File: src/design/hazard_pkg.sv
`default_nettype none

package hazard_pkg;

	// Plain vector widths with a meaning
	typedef logic [4:0]  reg_addr_t;
	typedef logic [6:0]  opcode_t;
	typedef logic [2:0]  sel_data_t;
	typedef logic [2:0]  imm_sel_t;
	typedef logic [31:0] instr_t;

	// Writeback source, MEM means a load
	localparam sel_data_t SEL_ALU = 3'd0;
	localparam sel_data_t SEL_PC4 = 3'd1;
	localparam sel_data_t SEL_IMM = 3'd2;
	localparam sel_data_t SEL_MEM = 3'd3;

	// Immediate formats
	localparam imm_sel_t IMM_I = 3'd0;
	localparam imm_sel_t IMM_S = 3'd1;
	localparam imm_sel_t IMM_U = 3'd2;
	localparam imm_sel_t IMM_B = 3'd3;
	localparam imm_sel_t IMM_J = 3'd4;

	// RV32I major opcodes
	localparam opcode_t OP_LUI    = 7'h37;
	localparam opcode_t OP_AUIPC  = 7'h17;
	localparam opcode_t OP_JAL    = 7'h6F;
	localparam opcode_t OP_JALR   = 7'h67;
	localparam opcode_t OP_BRANCH = 7'h63;
	localparam opcode_t OP_LOAD   = 7'h03;
	localparam opcode_t OP_STORE  = 7'h23;
	localparam opcode_t OP_IMM    = 7'h13;
	localparam opcode_t OP_REG    = 7'h33;

	// Stall kind taken in the previous cycle
	typedef enum logic [1:0] {
		RUN,
		STALL_LD_EXE,
		STALL_LD_JALR
	} stage_state_t;

endpackage

`default_nettype wire

File: src/design/forwarding_unit.sv
`timescale 1ns/1ps
`default_nettype none

module forwarding_unit (
	input  hazard_pkg::reg_addr_t id_rs_a,
	input  hazard_pkg::reg_addr_t id_rs_b,
	input  logic                  id_sel_op_a,
	input  logic                  id_sel_op_b,
	input  logic                  id_is_stype,
	input  hazard_pkg::imm_sel_t  id_imm_select,
	input  hazard_pkg::opcode_t   id_opcode,
	input  hazard_pkg::reg_addr_t exe_rs_a,
	input  hazard_pkg::reg_addr_t exe_rs_b,
	input  hazard_pkg::opcode_t   exe_opcode,
	input  hazard_pkg::reg_addr_t exe_rd,
	input  hazard_pkg::reg_addr_t mem_rd,
	input  hazard_pkg::reg_addr_t wb_rd,
	input  logic                  exe_wr_en,
	input  logic                  mem_wr_en,
	input  logic                  wb_wr_en,
	input  hazard_pkg::sel_data_t exe_sel_data,
	input  hazard_pkg::sel_data_t mem_sel_data,
	input  hazard_pkg::sel_data_t wb_sel_data,
	output logic                  fw_exe_to_id_a,
	output logic                  fw_exe_to_id_b,
	output logic                  fw_mem_to_id_a,
	output logic                  fw_mem_to_id_b,
	output logic                  fw_wb_to_id_a,
	output logic                  fw_wb_to_id_b,
	output logic                  fw_wb_to_exe_a,
	output logic                  fw_wb_to_exe_b,
	output logic                  hzd_exe_to_id_a,
	output logic                  hzd_mem_to_exe_a,
	output logic                  hzd_mem_to_exe_b
);
	import hazard_pkg::*;

	logic id_use_a, id_use_b, exe_use_a, exe_use_b;
	logic exe_match_a, exe_match_b, mem_match_a, mem_match_b, wb_match_a, wb_match_b;
	logic exe_is_load, mem_is_load, wb_is_load;

	// ID reads rs1 unless U/J immediates take its place
	assign id_use_a = id_sel_op_a && (id_imm_select != IMM_U) && (id_imm_select != IMM_J);
	// Stores still need rs2 as write data
	assign id_use_b = !id_sel_op_b || id_is_stype;

	// EXE operand use from the opcode alone
	assign exe_use_a = !(exe_opcode == OP_LUI || exe_opcode == OP_AUIPC || exe_opcode == OP_JAL);
	assign exe_use_b = exe_use_a &&
		(exe_opcode == OP_REG || exe_opcode == OP_BRANCH || exe_opcode == OP_STORE);

	assign exe_is_load = (exe_sel_data == SEL_MEM);
	assign mem_is_load = (mem_sel_data == SEL_MEM);
	assign wb_is_load  = (wb_sel_data == SEL_MEM);

	// Source nonzero, equal to producer rd, producer writing
	assign exe_match_a = (id_rs_a != '0) && (id_rs_a == exe_rd) && exe_wr_en;
	assign exe_match_b = (id_rs_b != '0) && (id_rs_b == exe_rd) && exe_wr_en;
	assign mem_match_a = (id_rs_a != '0) && (id_rs_a == mem_rd) && mem_wr_en;
	assign mem_match_b = (id_rs_b != '0) && (id_rs_b == mem_rd) && mem_wr_en;
	assign wb_match_a  = (id_rs_a != '0) && (id_rs_a == wb_rd) && wb_wr_en;
	assign wb_match_b  = (id_rs_b != '0) && (id_rs_b == wb_rd) && wb_wr_en;

	// Load data is not ready while still in EXE
	assign fw_exe_to_id_a = exe_match_a && id_use_a && !exe_is_load;
	assign fw_exe_to_id_b = exe_match_b && id_use_b && !exe_is_load;
	assign fw_mem_to_id_a = mem_match_a && id_use_a;
	assign fw_mem_to_id_b = mem_match_b && id_use_b;
	assign fw_wb_to_id_a  = wb_match_a && id_use_a;
	assign fw_wb_to_id_b  = wb_match_b && id_use_b;

	// Load result reaching EXE consumer one cycle late, after the stall
	assign fw_wb_to_exe_a = (exe_rs_a != '0) && (exe_rs_a == wb_rd) && wb_wr_en &&
		wb_is_load && exe_use_a;
	assign fw_wb_to_exe_b = (exe_rs_b != '0) && (exe_rs_b == wb_rd) && wb_wr_en &&
		wb_is_load && exe_use_b;

	// JALR target adder sits in ID, so a load in EXE must stall it
	assign hzd_exe_to_id_a = exe_match_a && exe_is_load && (id_opcode == OP_JALR);

	assign hzd_mem_to_exe_a = (exe_rs_a != '0) && (exe_rs_a == mem_rd) && mem_wr_en &&
		mem_is_load && exe_use_a;
	assign hzd_mem_to_exe_b = (exe_rs_b != '0) && (exe_rs_b == mem_rd) && mem_wr_en &&
		mem_is_load && exe_use_b;

	always_comb begin
		// A load in EXE stalls the JALR, never forwards to it
		a_fw_vs_hzd: assert (!(fw_exe_to_id_a && hzd_exe_to_id_a))
			else $error("EXE forward and load-use stall on the same operand");
	end

endmodule

`default_nettype wire

File: src/design/inst_decode.sv
`timescale 1ns/1ps
`default_nettype none

module inst_decode (
	input  hazard_pkg::instr_t    instr,
	output hazard_pkg::reg_addr_t rs_a,
	output hazard_pkg::reg_addr_t rs_b,
	output hazard_pkg::reg_addr_t rd,
	output hazard_pkg::opcode_t   opcode,
	output logic                  wr_en,
	output logic                  sel_op_a,
	output logic                  sel_op_b,
	output logic                  is_stype,
	output hazard_pkg::sel_data_t sel_data,
	output hazard_pkg::imm_sel_t  imm_select
);
	import hazard_pkg::*;

	logic writes_rd;

	// Register fields sit at fixed positions in every format
	assign opcode = instr[6:0];
	assign rd     = instr[11:7];
	assign rs_a   = instr[19:15];
	assign rs_b   = instr[24:20];

	always_comb begin
		// No-op defaults, also used for unknown opcodes
		writes_rd  = 1'b0;
		sel_op_a   = 1'b0;
		sel_op_b   = 1'b1;
		is_stype   = 1'b0;
		sel_data   = SEL_ALU;
		imm_select = IMM_I;
		case (opcode)
			OP_LUI: begin
				writes_rd  = 1'b1;
				sel_data   = SEL_IMM;
				imm_select = IMM_U;
			end
			// Operand A is the PC here
			OP_AUIPC: begin
				writes_rd  = 1'b1;
				imm_select = IMM_U;
			end
			OP_JAL: begin
				writes_rd  = 1'b1;
				sel_data   = SEL_PC4;
				imm_select = IMM_J;
			end
			OP_JALR: begin
				writes_rd = 1'b1;
				sel_op_a  = 1'b1;
				sel_data  = SEL_PC4;
			end
			// Compare rs1 against rs2, no writeback
			OP_BRANCH: begin
				sel_op_a   = 1'b1;
				sel_op_b   = 1'b0;
				imm_select = IMM_B;
			end
			OP_LOAD: begin
				writes_rd = 1'b1;
				sel_op_a  = 1'b1;
				sel_data  = SEL_MEM;
			end
			// Address from rs1 + imm, rs2 is the store data
			OP_STORE: begin
				sel_op_a   = 1'b1;
				is_stype   = 1'b1;
				imm_select = IMM_S;
			end
			OP_IMM: begin
				writes_rd = 1'b1;
				sel_op_a  = 1'b1;
			end
			OP_REG: begin
				writes_rd = 1'b1;
				sel_op_a  = 1'b1;
				sel_op_b  = 1'b0;
			end
			default: begin
			end
		endcase
	end

	// x0 is never a real destination
	assign wr_en = writes_rd && (rd != '0);

endmodule

`default_nettype wire

File: src/design/pipe_hazard_top.sv
`timescale 1ns/1ps
`default_nettype none

module pipe_hazard_top (
	input  logic                  clk,
	input  logic                  arst_n,
	input  logic                  in_valid,
	input  hazard_pkg::instr_t    in_instr,
	output logic                  in_ready,
	output logic                  fw_exe_to_id_a,
	output logic                  fw_exe_to_id_b,
	output logic                  fw_mem_to_id_a,
	output logic                  fw_mem_to_id_b,
	output logic                  fw_wb_to_id_a,
	output logic                  fw_wb_to_id_b,
	output logic                  fw_wb_to_exe_a,
	output logic                  fw_wb_to_exe_b,
	output logic                  hzd_exe_to_id_a,
	output logic                  hzd_mem_to_exe_a,
	output logic                  hzd_mem_to_exe_b,
	output logic                  retire_valid,
	output hazard_pkg::reg_addr_t retire_rd
);
	import hazard_pkg::*;

	// Decoder outputs for the word on the input port
	reg_addr_t dec_rs_a, dec_rs_b, dec_rd;
	opcode_t   dec_opcode;
	logic      dec_wr_en, dec_sel_op_a, dec_sel_op_b, dec_is_stype;
	sel_data_t dec_sel_data;
	imm_sel_t  dec_imm_select;

	// Stage fields toward the forwarding unit
	reg_addr_t id_rs_a, id_rs_b, exe_rs_a, exe_rs_b;
	reg_addr_t exe_rd, mem_rd, wb_rd;
	logic      id_sel_op_a, id_sel_op_b, id_is_stype;
	imm_sel_t  id_imm_select;
	opcode_t   id_opcode, exe_opcode;
	logic      exe_wr_en, mem_wr_en, wb_wr_en;
	sel_data_t exe_sel_data, mem_sel_data, wb_sel_data;

	inst_decode u_decode (
		.instr      (in_instr),
		.rs_a       (dec_rs_a),
		.rs_b       (dec_rs_b),
		.rd         (dec_rd),
		.opcode     (dec_opcode),
		.wr_en      (dec_wr_en),
		.sel_op_a   (dec_sel_op_a),
		.sel_op_b   (dec_sel_op_b),
		.is_stype   (dec_is_stype),
		.sel_data   (dec_sel_data),
		.imm_select (dec_imm_select)
	);

	// Port names match the local nets one to one
	stage_tracker u_tracker (
		.clk,
		.arst_n,
		.in_valid,
		.in_ready,
		.in_instr,
		.dec_rs_a,
		.dec_rs_b,
		.dec_rd,
		.dec_opcode,
		.dec_wr_en,
		.dec_sel_op_a,
		.dec_sel_op_b,
		.dec_is_stype,
		.dec_sel_data,
		.dec_imm_select,
		.hzd_exe_to_id_a,
		.hzd_mem_to_exe_a,
		.hzd_mem_to_exe_b,
		.id_rs_a,
		.id_rs_b,
		.id_sel_op_a,
		.id_sel_op_b,
		.id_is_stype,
		.id_imm_select,
		.id_opcode,
		.exe_rs_a,
		.exe_rs_b,
		.exe_opcode,
		.exe_rd,
		.mem_rd,
		.wb_rd,
		.exe_wr_en,
		.mem_wr_en,
		.wb_wr_en,
		.exe_sel_data,
		.mem_sel_data,
		.wb_sel_data,
		.retire_valid,
		.retire_rd
	);

	// Combinational, hazards loop back into the tracker
	forwarding_unit u_forward (.*);

endmodule

`default_nettype wire

File: src/design/stage_tracker.sv
`timescale 1ns/1ps
`default_nettype none

module stage_tracker (
	input  logic                  clk,
	input  logic                  arst_n,
	input  logic                  in_valid,
	output logic                  in_ready,
	input  hazard_pkg::instr_t    in_instr,
	input  hazard_pkg::reg_addr_t dec_rs_a,
	input  hazard_pkg::reg_addr_t dec_rs_b,
	input  hazard_pkg::reg_addr_t dec_rd,
	input  hazard_pkg::opcode_t   dec_opcode,
	input  logic                  dec_wr_en,
	input  logic                  dec_sel_op_a,
	input  logic                  dec_sel_op_b,
	input  logic                  dec_is_stype,
	input  hazard_pkg::sel_data_t dec_sel_data,
	input  hazard_pkg::imm_sel_t  dec_imm_select,
	input  logic                  hzd_exe_to_id_a,
	input  logic                  hzd_mem_to_exe_a,
	input  logic                  hzd_mem_to_exe_b,
	output hazard_pkg::reg_addr_t id_rs_a,
	output hazard_pkg::reg_addr_t id_rs_b,
	output logic                  id_sel_op_a,
	output logic                  id_sel_op_b,
	output logic                  id_is_stype,
	output hazard_pkg::imm_sel_t  id_imm_select,
	output hazard_pkg::opcode_t   id_opcode,
	output hazard_pkg::reg_addr_t exe_rs_a,
	output hazard_pkg::reg_addr_t exe_rs_b,
	output hazard_pkg::opcode_t   exe_opcode,
	output hazard_pkg::reg_addr_t exe_rd,
	output hazard_pkg::reg_addr_t mem_rd,
	output hazard_pkg::reg_addr_t wb_rd,
	output logic                  exe_wr_en,
	output logic                  mem_wr_en,
	output logic                  wb_wr_en,
	output hazard_pkg::sel_data_t exe_sel_data,
	output hazard_pkg::sel_data_t mem_sel_data,
	output hazard_pkg::sel_data_t wb_sel_data,
	output logic                  retire_valid,
	output hazard_pkg::reg_addr_t retire_rd
);
	import hazard_pkg::*;

	stage_state_t state;
	logic         stall_exe, stall_id, hold_id, take;
	logic         id_valid, exe_valid, mem_valid, wb_valid;
	reg_addr_t    id_rs_a_q, id_rs_b_q, id_rd_q, exe_rs_a_q, exe_rs_b_q;
	logic         id_wr_en_q, exe_wr_en_q, mem_wr_en_q, wb_wr_en_q;
	sel_data_t    id_sel_data_q;

	// Load in MEM feeding EXE takes priority over load feeding JALR
	assign stall_exe = (hzd_mem_to_exe_a || hzd_mem_to_exe_b) && (state != STALL_LD_EXE);
	assign stall_id  = hzd_exe_to_id_a && !stall_exe && (state != STALL_LD_JALR);
	assign hold_id   = stall_exe || stall_id;
	assign in_ready  = !hold_id;
	assign take      = in_valid && in_ready;

	// Control state and valid bits
	always_ff @(posedge clk or negedge arst_n) begin
		if (!arst_n) begin
			state        <= RUN;
			id_valid     <= 1'b0;
			exe_valid    <= 1'b0;
			mem_valid    <= 1'b0;
			wb_valid     <= 1'b0;
			retire_valid <= 1'b0;
		end else begin
			if (stall_exe)
				state <= STALL_LD_EXE;
			else if (stall_id)
				state <= STALL_LD_JALR;
			else
				state <= RUN;
			// Empty input slot becomes a bubble in ID
			if (!hold_id)
				id_valid <= in_valid;
			// JALR stall holds ID and drops a bubble into EXE
			if (!stall_exe)
				exe_valid <= id_valid && !stall_id;
			mem_valid    <= exe_valid && !stall_exe;
			wb_valid     <= mem_valid;
			retire_valid <= wb_valid;
		end
	end

	// Stage payload, only meaningful under the valid bits
	always_ff @(posedge clk) begin
		if (take) begin
			id_rs_a_q     <= dec_rs_a;
			id_rs_b_q     <= dec_rs_b;
			id_rd_q       <= dec_rd;
			id_opcode     <= dec_opcode;
			id_wr_en_q    <= dec_wr_en;
			id_sel_op_a   <= dec_sel_op_a;
			id_sel_op_b   <= dec_sel_op_b;
			id_is_stype   <= dec_is_stype;
			id_sel_data_q <= dec_sel_data;
			id_imm_select <= dec_imm_select;
		end
		if (!stall_exe) begin
			exe_rs_a_q   <= id_rs_a_q;
			exe_rs_b_q   <= id_rs_b_q;
			exe_rd       <= id_rd_q;
			exe_opcode   <= id_opcode;
			exe_wr_en_q  <= id_wr_en_q;
			exe_sel_data <= id_sel_data_q;
		end
		mem_rd       <= exe_rd;
		mem_wr_en_q  <= exe_wr_en_q;
		mem_sel_data <= exe_sel_data;
		wb_rd        <= mem_rd;
		wb_wr_en_q   <= mem_wr_en_q;
		wb_sel_data  <= mem_sel_data;
		retire_rd    <= wb_rd;
	end

	// Empty consumer stages show x0 sources, so nothing matches them
	assign id_rs_a  = id_valid ? id_rs_a_q : '0;
	assign id_rs_b  = id_valid ? id_rs_b_q : '0;
	assign exe_rs_a = exe_valid ? exe_rs_a_q : '0;
	assign exe_rs_b = exe_valid ? exe_rs_b_q : '0;

	// Bubbles never produce a result
	assign exe_wr_en = exe_valid && exe_wr_en_q;
	assign mem_wr_en = mem_valid && mem_wr_en_q;
	assign wb_wr_en  = wb_valid && wb_wr_en_q;

	// Bubble behind a stall clears the hazard that caused it
	a_stall_single: assert property (@(posedge clk) disable iff (!arst_n)
		!((state == STALL_LD_EXE) && (hzd_mem_to_exe_a || hzd_mem_to_exe_b)) &&
		!((state == STALL_LD_JALR) && hzd_exe_to_id_a));

	a_id_held: assert property (@(posedge clk) disable iff (!arst_n)
		hold_id |=> $stable({id_rs_a_q, id_rs_b_q, id_rd_q, id_opcode, id_wr_en_q}));

	a_exe_held: assert property (@(posedge clk) disable iff (!arst_n)
		stall_exe |=> $stable({exe_rs_a_q, exe_rs_b_q, exe_rd, exe_opcode, exe_wr_en_q}));

	// Upstream keeps its word until accepted
	a_in_stable: assert property (@(posedge clk) disable iff (!arst_n)
		(in_valid && !in_ready) |=> (in_valid && $stable(in_instr)));

endmodule

`default_nettype wire

File: config.mk
export PLATFORM = sky130hd
export DESIGN_NAME = pipe_hazard_top
export DESIGN_NICKNAME = d
export VERILOG_FILES = /design/src/design/hazard_pkg.sv /design/src/design/forwarding_unit.sv /design/src/design/inst_decode.sv /design/src/design/pipe_hazard_top.sv /design/src/design/stage_tracker.sv
export SDC_FILE = /design/constraint.sdc
export NUM_CORES = 1
export LEC_CHECK = 0
export ABC_AREA = 0
export BUFFER_PORTS_ARGS = -buffer_cell sky130_fd_sc_hd__buf_2
export CORE_MARGIN = 2
export CORE_UTILIZATION = 55
export CTS_CLUSTER_DIAMETER = 40
export DETAILED_ROUTE_END_ITERATION = 6
export MAX_ROUTING_LAYER = met4
export PLACE_DENSITY = 0.77
export SYNTH_ARGS = -nofsm -noshare
export SYNTH_HDL_FRONTEND = slang
export SYNTH_SLANG_ARGS = --single-unit
File: constraint.sdc
create_clock -name clk -period 5.1 [get_ports clk]
set_clock_uncertainty 0.15 [all_clocks]
set_input_delay 0.51 -clock clk [delete_from_list [all_inputs] [get_ports clk]]
set_output_delay 0.51 -clock clk [all_outputs]
set_load 0.05 [all_outputs]
==> reports/metrics.sh, run 1 <==
OUTCOME='finished, final reports clean'
CAP_VIOLATIONS=0
HOLD_PATH.CLASS='in2reg'
POST-ROUTE-DRC-COUNT=0
FIRSTDRTPASSITERS=4
ROUTED_LEN_INST_MICRONS=16.3
CTS_MADE_BUFFERS=9
SYN2LAYOUT_AREA_GROWTH_PCT=10.5
DRIVE_GT1_SHARE_PCT=18.7
NUM_ANTENNA_CELLS=0
FLOORPLAN.ROWS=30
FINAL.SETUP.TNS_NS=0
NETLIST-CELL-TYPE-COUNT=57
TIMING.MAX_SLEW.REL_SLACK_PCT=37.7
TIMING.CRITICAL_PATH.TO_TYPE='primary output'
POST_SYNTH_MUX_AREA_SHARE_PCT=0.512
MAXCLOCKFREQUENCY_MHz=275
CTS_HOLD_BUFFERS=1
STARTING_DENSITY_OF_THE_CORE_PCT=57.2
PATH_MAX_FANOUT=26
GRT.MET2_USAGE_PCT=34.2
CLOCK_SINKS=84
WIRE_LENGTH_OF_THE_FIRST_GLOBAL_ROUTING_PASS_MICRONS=12500
WP_DATA_REQUIRED_NS=4.44
DIEHEIGHT_MICRONS=88.3
CRITICAL_PATH.SLOWEST_CELL='dfrtp_1'
CRITICAL_PATH.MAX_STAGE_DELAY_NS=0.85
H-TREE-DEPTH=3
GRT_RESOURCE_USAGE_TOTAL_PCT=22.3
NET_COUNT_SYNTH=376
ANTENNA_VIOLATIONS_BEFORE_REPAIR=0
CLK_PIN_SLEW_WORST_PATHS_NS=0.09
CLOCK_TREE_ROOT='clkbuf_8'
FILLERINSTANCES=568
COMB_POWER_SHARE_PCT=7.5
TIMING.HOLD.WORST.START='in_instr[15]'
P_CLK_SHARE_PCT=34.2
TRITONCTS_CLOCK_TREE='done'
R2R-START='u_tracker.exe_valid'
MOST_COMMON_CELL_AFTER_LAYOUT_FILL_AND_TAPS_ASIDE='edfxtp_1'
GP_CONGESTION=0.899
SYNTH-SEQ-CELLS=84
POWER.INTERNAL_uW=1040
SYNTH_AREA_SQ_UM=3910
FINAL.PERIOD_UTILIZATION_PCT=71.4
DOMINANT_COMBINATIONAL_CELL_FAMILY_BY_AREA_AFTER_SYNTHESIS='simple AND/OR/NAND/NOR gates'
DIEAREA_SQ_UM=7800
SYNTH_SEQ_AREA_SHARE_PCT=58.3
TIMING.FINAL.SETUP_VIOLATIONS=0
WORST_SLEW_PIN_SLEW_NS=0.933
DESIGN.PORTCOUNT=53
VIAS=2746
PATH_CLASS='reg2out'
YS.WARNINGS.COUNT=0
TIMING_HOLD_VIOLATIONS_FINAL=0
POST_SYNTH_FA_HA_MAJ_AREA_FRACTION_PCT=0
TIMING_MAX_TRANSITION_VIOLATIONS_FINAL=0
TIMING.CRITICAL_PATH.ARRIVAL_NS=2.98
LEADING_REGISTER_CELL_TYPE_OUT_OF_SYNTHESIS='edfxtp_1'
CLKLATENCYLATEPIN_NS=0.35
SYNTH_XOR_AREA_SHARE_PCT=6.50
POST-ROUTE-MIN-PERIOD_NS=3.64
HOLDWS_NS=0.175
NUM-NETS-FINAL=409
CRIT_PATH_START='u_tracker.exe_valid'
CTS_SETUP_BUFFERS=0
DETAILED_PLACE_HPWL_MICRONS=5490
POWER.SWITCHING_FRACTION_PCT=25.0
GR-TOTAL-OVERFLOW=0
FP.COREAREA_SQ_UM=6830
DRT_WL_TOTAL_MICRONS=7760
AVGVIACOUNTPERCELL=5.78
GRT_PASS1_VIAS=2571
DIE_W_MICRONS=88.3
POWER_LEAKAGE_uW=0.00157
MAX-CLOCK-PATH-BUFFERS=2
DRTANTENNAVIOLNETS=0
ASYNC_FLOP_SHARE_PCT=8.33
SYNTHCELLS=341
GRTUSAGEMET1_PCT=28.0
GLOBAL_ROUTE.PEAK_USAGE_LAYER='met2'
SYNTH_SIMPLE_GATE_AREA_SHARE_PCT=18.8
LAYOUT_COMMON_CELLS='56 x edfxtp_1, 42 x buf_2, 25 x o21ai_0'
BUFFER_PORTS.INSERTED=42
COMPOUND_CELL_AREA_SHARE_OF_THE_YOSYS_NETLIST_PCT=11.2
SYNTH_EDF_COUNT=56
GRT_START_MAX_NET_PINS=32
PATH_CELLS='nand2_1, a2111oi_0, a32oi_2, o21bai_4, inv_1, buf_2'
POST_SYNTH.CELL_AREA_AVG_SQ_UM=11.5
DETAILEDROUTE.FIRSTITERATIONVIOLATIONS=274
SHARE_SEQ_OF_TOTAL_POWER_PCT=58.3
GR-USAGE-MET3_PCT=4.85
SWITCHING_POWER_uW=347
CTS.REPAIR.RESIZED=0
POWERDENSITY_nW_PER_UM2=321
VDD_DROP_MAX_mV=0.194
CRITPATHLAUNCHTYPE='flop'
RSZ0062_AT_GRT='false'
## registers in the layout (all words and copies together) (netlist names), 3 cells and up
| register | flops |
|---|---|
| u_tracker.wb_rd | 5 |
| u_tracker.exe_rs_b_q | 5 |
| u_tracker.exe_opcode | 7 |
| u_tracker.id_opcode | 7 |
| u_tracker.exe_rs_a_q | 5 |
| u_tracker.mem_rd | 5 |
| u_tracker.id_imm_select | 3 |
| u_tracker.retire_rd | 5 |
| u_tracker.id_rs_a_q | 5 |
| u_tracker.id_rs_b_q | 5 |
| u_tracker.exe_rd | 5 |
| u_tracker.id_rd_q | 5 |
## routing by layer
layer	vias up	share of wire (%)	wire, microns
li1	1330	-	-
met1	1304	42	3220
met2	96	51	3920
met3	16	6.0	466
met4	0	1.8	141
met5	-	0	0
## worst max-delay path: cells and delay by family (launching register included)
kind / cells / cell delay [ns]
flops: 1 / 0.85
simple gates: 1 / 0.13
buf+inv: 2 / 0.25
compound gates: 3 / 1.40
## cell type report
type	instances	area (sq um)	area share, %
Clock buffer	9	124	2.87
Clock inverter	7	75.1	1.74
Inverter	12	45.0	1.04
Multi-Input combinational cell	223	1450	33.5
Sequential cell	84	2280	52.8
Tap cell	96	120	2.78
Timing Repair Buffer	44	228	5.28
## cells in the mapped netlist, types with 2 or more instances
cell type	n	area, sq um
nand3_1	19	95.1
dfxtp_1	21	420
a211oi_1	2	15.0
nand4_1	9	56.3
nand3b_1	9	67.6
nor2b_1	6	37.5
clkbuf_1	12	45.0
nor4_1	3	18.8
edfxtp_1	56	1680
a2111oi_0	2	17.5
or4_1	2	15.0
xor2_1	6	52.6
nand2b_1	7	43.8
and2b_2	2	17.5
xnor2_1	23	201
o22ai_1	3	18.8
mux2i_1	2	20.0
or4_4	2	22.5
dfrtp_1	7	175
buf_6	4	45.0
nor4b_1	2	17.5
o21ai_0	25	125
a31oi_1	6	37.5
clkbuf_8	2	27.5
buf_2	3	15.0
a22oi_1	7	52.6
and2b_1	2	15.0
nor2_1	24	90.1
nand2_1	17	63.8
inv_1	12	45.0
nor4bb_1	2	20.0
or2_2	3	18.8
a21oi_1	3	15.0
nor3_1	13	65.1
## final timing paths
path	endpoint	slack, ns	cells after the start
max	in_ready	1.46	6
min	u_tracker.id_rs_a_q[0]	0.18	1
max reg2reg	u_tracker.exe_rs_a_q[3]	1.67	5
min reg2reg	u_tracker.wb_sel_data[0]	0.21	0
max in group asynchronous	u_tracker.wb_valid	4.28	2
min in group asynchronous	u_tracker.retire_valid	0.36	2
## power by group through the flow
| stage | clock network (uW) | registers, uW | logic, uW |
|---|---|---|---|
| CTS | 481 | 807 | 105 |
| finish | 473 | 808 | 104 |
| floorplan | 0 | 804 | 89.8 |
| global route | 509 | 814 | 116 |
| detailed placement | 0 | 823 | 104 |
| global placement | 0 | 820 | 99.8 |
## cell families (layout without fill, tap and decap cells)
group	count (synthesis)	in the layout
and+or+nand+nor	129	129
muxes	2	2
AOI/OAI and AO/OA	63	63
xor gates and xnor gates	29	29
DFF	84	84
buffers and inverters	34	72
## metrics by stage
step	setup slack (ns)	util [%]	power, uW	cell area (sq um)	std cells
floorplan	1.63	-	894	3910	341
global placement	1.94	60.1	920	4110	458
detailed placement	1.81	60.1	926	4110	458
CTS	1.56	63.2	1390	4320	475
global route	1.25	63.2	1440	4320	475
finish	1.46	63.2	1390	4320	475
Note: power is estimated with default switching activity, not from simulation.
==> run 2, diff against run 1 <==
--- a/config.mk
+++ b/config.mk
@@ -8,11 +8,11 @@
 export ABC_AREA = 0
 export BUFFER_PORTS_ARGS = -buffer_cell sky130_fd_sc_hd__buf_2
 export CORE_MARGIN = 2
-export CORE_UTILIZATION = 55
+export CORE_UTILIZATION = 52
 export CTS_CLUSTER_DIAMETER = 40
 export DETAILED_ROUTE_END_ITERATION = 6
 export MAX_ROUTING_LAYER = met4
-export PLACE_DENSITY = 0.77
+export PLACE_DENSITY = 0.76
 export SYNTH_ARGS = -nofsm -noshare
 export SYNTH_HDL_FRONTEND = slang
 export SYNTH_SLANG_ARGS = --single-unit
==> constraint.sdc (replaced) <==
create_clock -name clk -period 3.23 [get_ports clk]
set_clock_uncertainty 0.15 [all_clocks]
set_input_delay 0.323 -clock clk [delete_from_list [all_inputs] [get_ports clk]]
set_output_delay 0.323 -clock clk [all_outputs]
set_load 0.05 [all_outputs]
==> run 2 against run 1 <==
  * Combinational power up 84%
  * Clock power up 53%
  * Via count grew 2.5%
  * First-iteration DRC count decreased by 14%
  * Global-route usage shrank 1.1 points
  * Power grew 57%
  * Worst setup slack lost 1.3 ns
  * Design area increased by 4.3%
  * Die area is 5.5% higher
  * Register-to-register slack got worse by 1.3 ns
==> reports/metrics.sh, run 2 (same netlist as run 1, synthesis figures left out) <==
TRITONCTS_CLOCK_TREE='done'
VDD_DROP_MAX_mV=0.231
CTS_MADE_BUFFERS=9
GP_CONGESTION=0.891
CTS_SETUP_BUFFERS=0
ROUTED_LEN_INST_MICRONS=16.3
CRITICAL_PATH.SLOWEST_CELL='dfxtp_1'
VIAS=2814
WIRE_LENGTH_OF_THE_FIRST_GLOBAL_ROUTING_PASS_MICRONS=13200
CLKLATENCYLATEPIN_NS=0.35
PATH_CLASS='reg2out'
TIMING.CRITICAL_PATH.ARRIVAL_NS=2.65
CRITICAL_PATH.N_BUFFERS_INVERTERS=2
GRT_RESOURCE_USAGE_TOTAL_PCT=21.3
DIE_W_MICRONS=90.7
GRT_START_MAX_NET_PINS=32
NUM-NETS-FINAL=428
DIEHEIGHT_MICRONS=90.7
TIMING_HOLD_VIOLATIONS_FINAL=0
H-TREE-DEPTH=3
TIMING_MAX_TRANSITION_VIOLATIONS_FINAL=0
DIEAREA_SQ_UM=8220
ANTENNA_VIOLATIONS_BEFORE_REPAIR=0
WP_DATA_REQUIRED_NS=2.76
POST-ROUTE-MIN-PERIOD_NS=3.12
AVGVIACOUNTPERCELL=5.66
TIMING.FINAL.SETUP_VIOLATIONS=0
FIRSTDRTPASSITERS=4
CP_DELAY_BY_FAMILY_TOP='compound AO/OA/AOI/OAI gates'
HOLD_PATH.CLASS='in2reg'
DRTANTENNAVIOLNETS=0
FP.COREAREA_SQ_UM=7250
POWERDENSITY_nW_PER_UM2=485
GRT_PASS1_VIAS=2716
TIMING.CRITICAL_PATH.TO_TYPE='primary output'
HOLDWS_NS=0.0167
LAYOUT_COMMON_CELLS='56 x edfxtp_1, 42 x buf_2, 25 x o21ai_0'
FINAL.PERIOD_UTILIZATION_PCT=96.5
PATH_CELLS='and3b_1, or4_4, a311oi_2, a32oi_2, o21bai_4, inv_1, buf_2'
CAP_VIOLATIONS=0
CLOCK_TREE_ROOT='clkbuf_8'
MAX-CLOCK-PATH-BUFFERS=2
DRIVE_GT1_SHARE_PCT=19.3
NUM_ANTENNA_CELLS=0
SYN2LAYOUT_AREA_GROWTH_PCT=15.2
STARTING_DENSITY_OF_THE_CORE_PCT=53.9
DETAILED_PLACE_HPWL_MICRONS=5710
POST-ROUTE-DRC-COUNT=0
CRITICAL_PATH.MAX_STAGE_DELAY_NS=0.62
GR-TOTAL-OVERFLOW=0
MAXCLOCKFREQUENCY_MHz=321
DRT_WL_TOTAL_MICRONS=8110
MOST_COMMON_CELL_AFTER_LAYOUT_FILL_AND_TAPS_ASIDE='edfxtp_1'
CLOCK_SINKS=84
PATH_MAX_FANOUT=11
DESIGN.PORTCOUNT=53
CLK_PIN_SLEW_WORST_PATHS_NS=0.08
BUFFER_PORTS.INSERTED=42
DETAILEDROUTE.FIRSTITERATIONVIOLATIONS=237
TOTALPOWERFINAL_uW=2180
FLOORPLAN.ROWS=31
TIMING.MAX_SLEW.REL_SLACK_PCT=60.7
POWER_LEAKAGE_uW=0.00165
OUTCOME='finished, final reports clean'
BIGGESTREGSBYFLOPS='u_tracker.exe_opcode (7), u_tracker.id_opcode (7)'
CRITPATHLAUNCHTYPE='flop'
WORST_SLEW_PIN_SLEW_NS=0.588
run 2: cell types whose count changed in the layout (fill, tap and decap cells not counted), moves of 2 or more:
cell,change
clkinvlp_4,-2
dlygate4sd3_1,+14
inv_6,-2
buf_4,+5
clkinv_4,+2
run 2: final cells by class:
type	count	area [sq um]
Clock inverter	6	65.1
Timing Repair Buffer	63	405
Multi-Input combinational cell	223	1460
Tap cell	99	124
Fill cell	581	2750
Sequential cell	84	2280
Clock buffer	10	128
Inverter	12	45.0
run 2: power by group:
part / total [uW] / leakage (uW) / internal, uW / switching [uW]
Combinational: 191 / 0.000724 / 91.0 / 99.6
Sequential: 1270 / 0.000833 / 1200 / 66.2
Clock: 722 / 0.0000979 / 358 / 364
run 2: final timing paths:
check,slack [ns],from,depth (start not counted),to
setup / recovery,0.11,u_tracker.mem_rd[1],7,in_ready
hold / removal,0.02,in_instr[9],1,u_tracker.id_rd_q[2]
setup reg to reg,0.37,u_tracker.mem_rd[1],7,u_tracker.exe_rd[0]
hold reg to reg,0.21,u_tracker.mem_sel_data[1],0,u_tracker.wb_sel_data[1]
max in group asynchronous,2.59,arst_n,2,u_tracker.exe_valid
min in group asynchronous,0.18,arst_n,2,u_tracker.wb_valid
run 2: what timing repair did:
action	in CTS	in global routing
hold buffers	15	0
setup endpoints to repair	0	1
resized for setup	0	2
hold endpoints to repair	21	0
run 2: per-stage QoR:
stage                     TNS (ns)  instance area (sq um)  util (%)  instances  setup WS (ns)
after CTS                        0                   4500      62.0        497         0.0207
after global placement           0                   4160      57.3        466          0.484
after detailed placement         0                   4160      57.3        466          0.384
after global routing       -0.0566                   4500      62.0        497        -0.0566
final                            0                   4500      62.0        497          0.112
after floorplan                  0                   3920         -        341          0.209
run 2: metal layers:
layer	global-route usage [%]	share of wire, %
met1	24.7	41
met2	35.9	52
met3	4.26	5.2
met4	9.23	1.5
met5	-	0
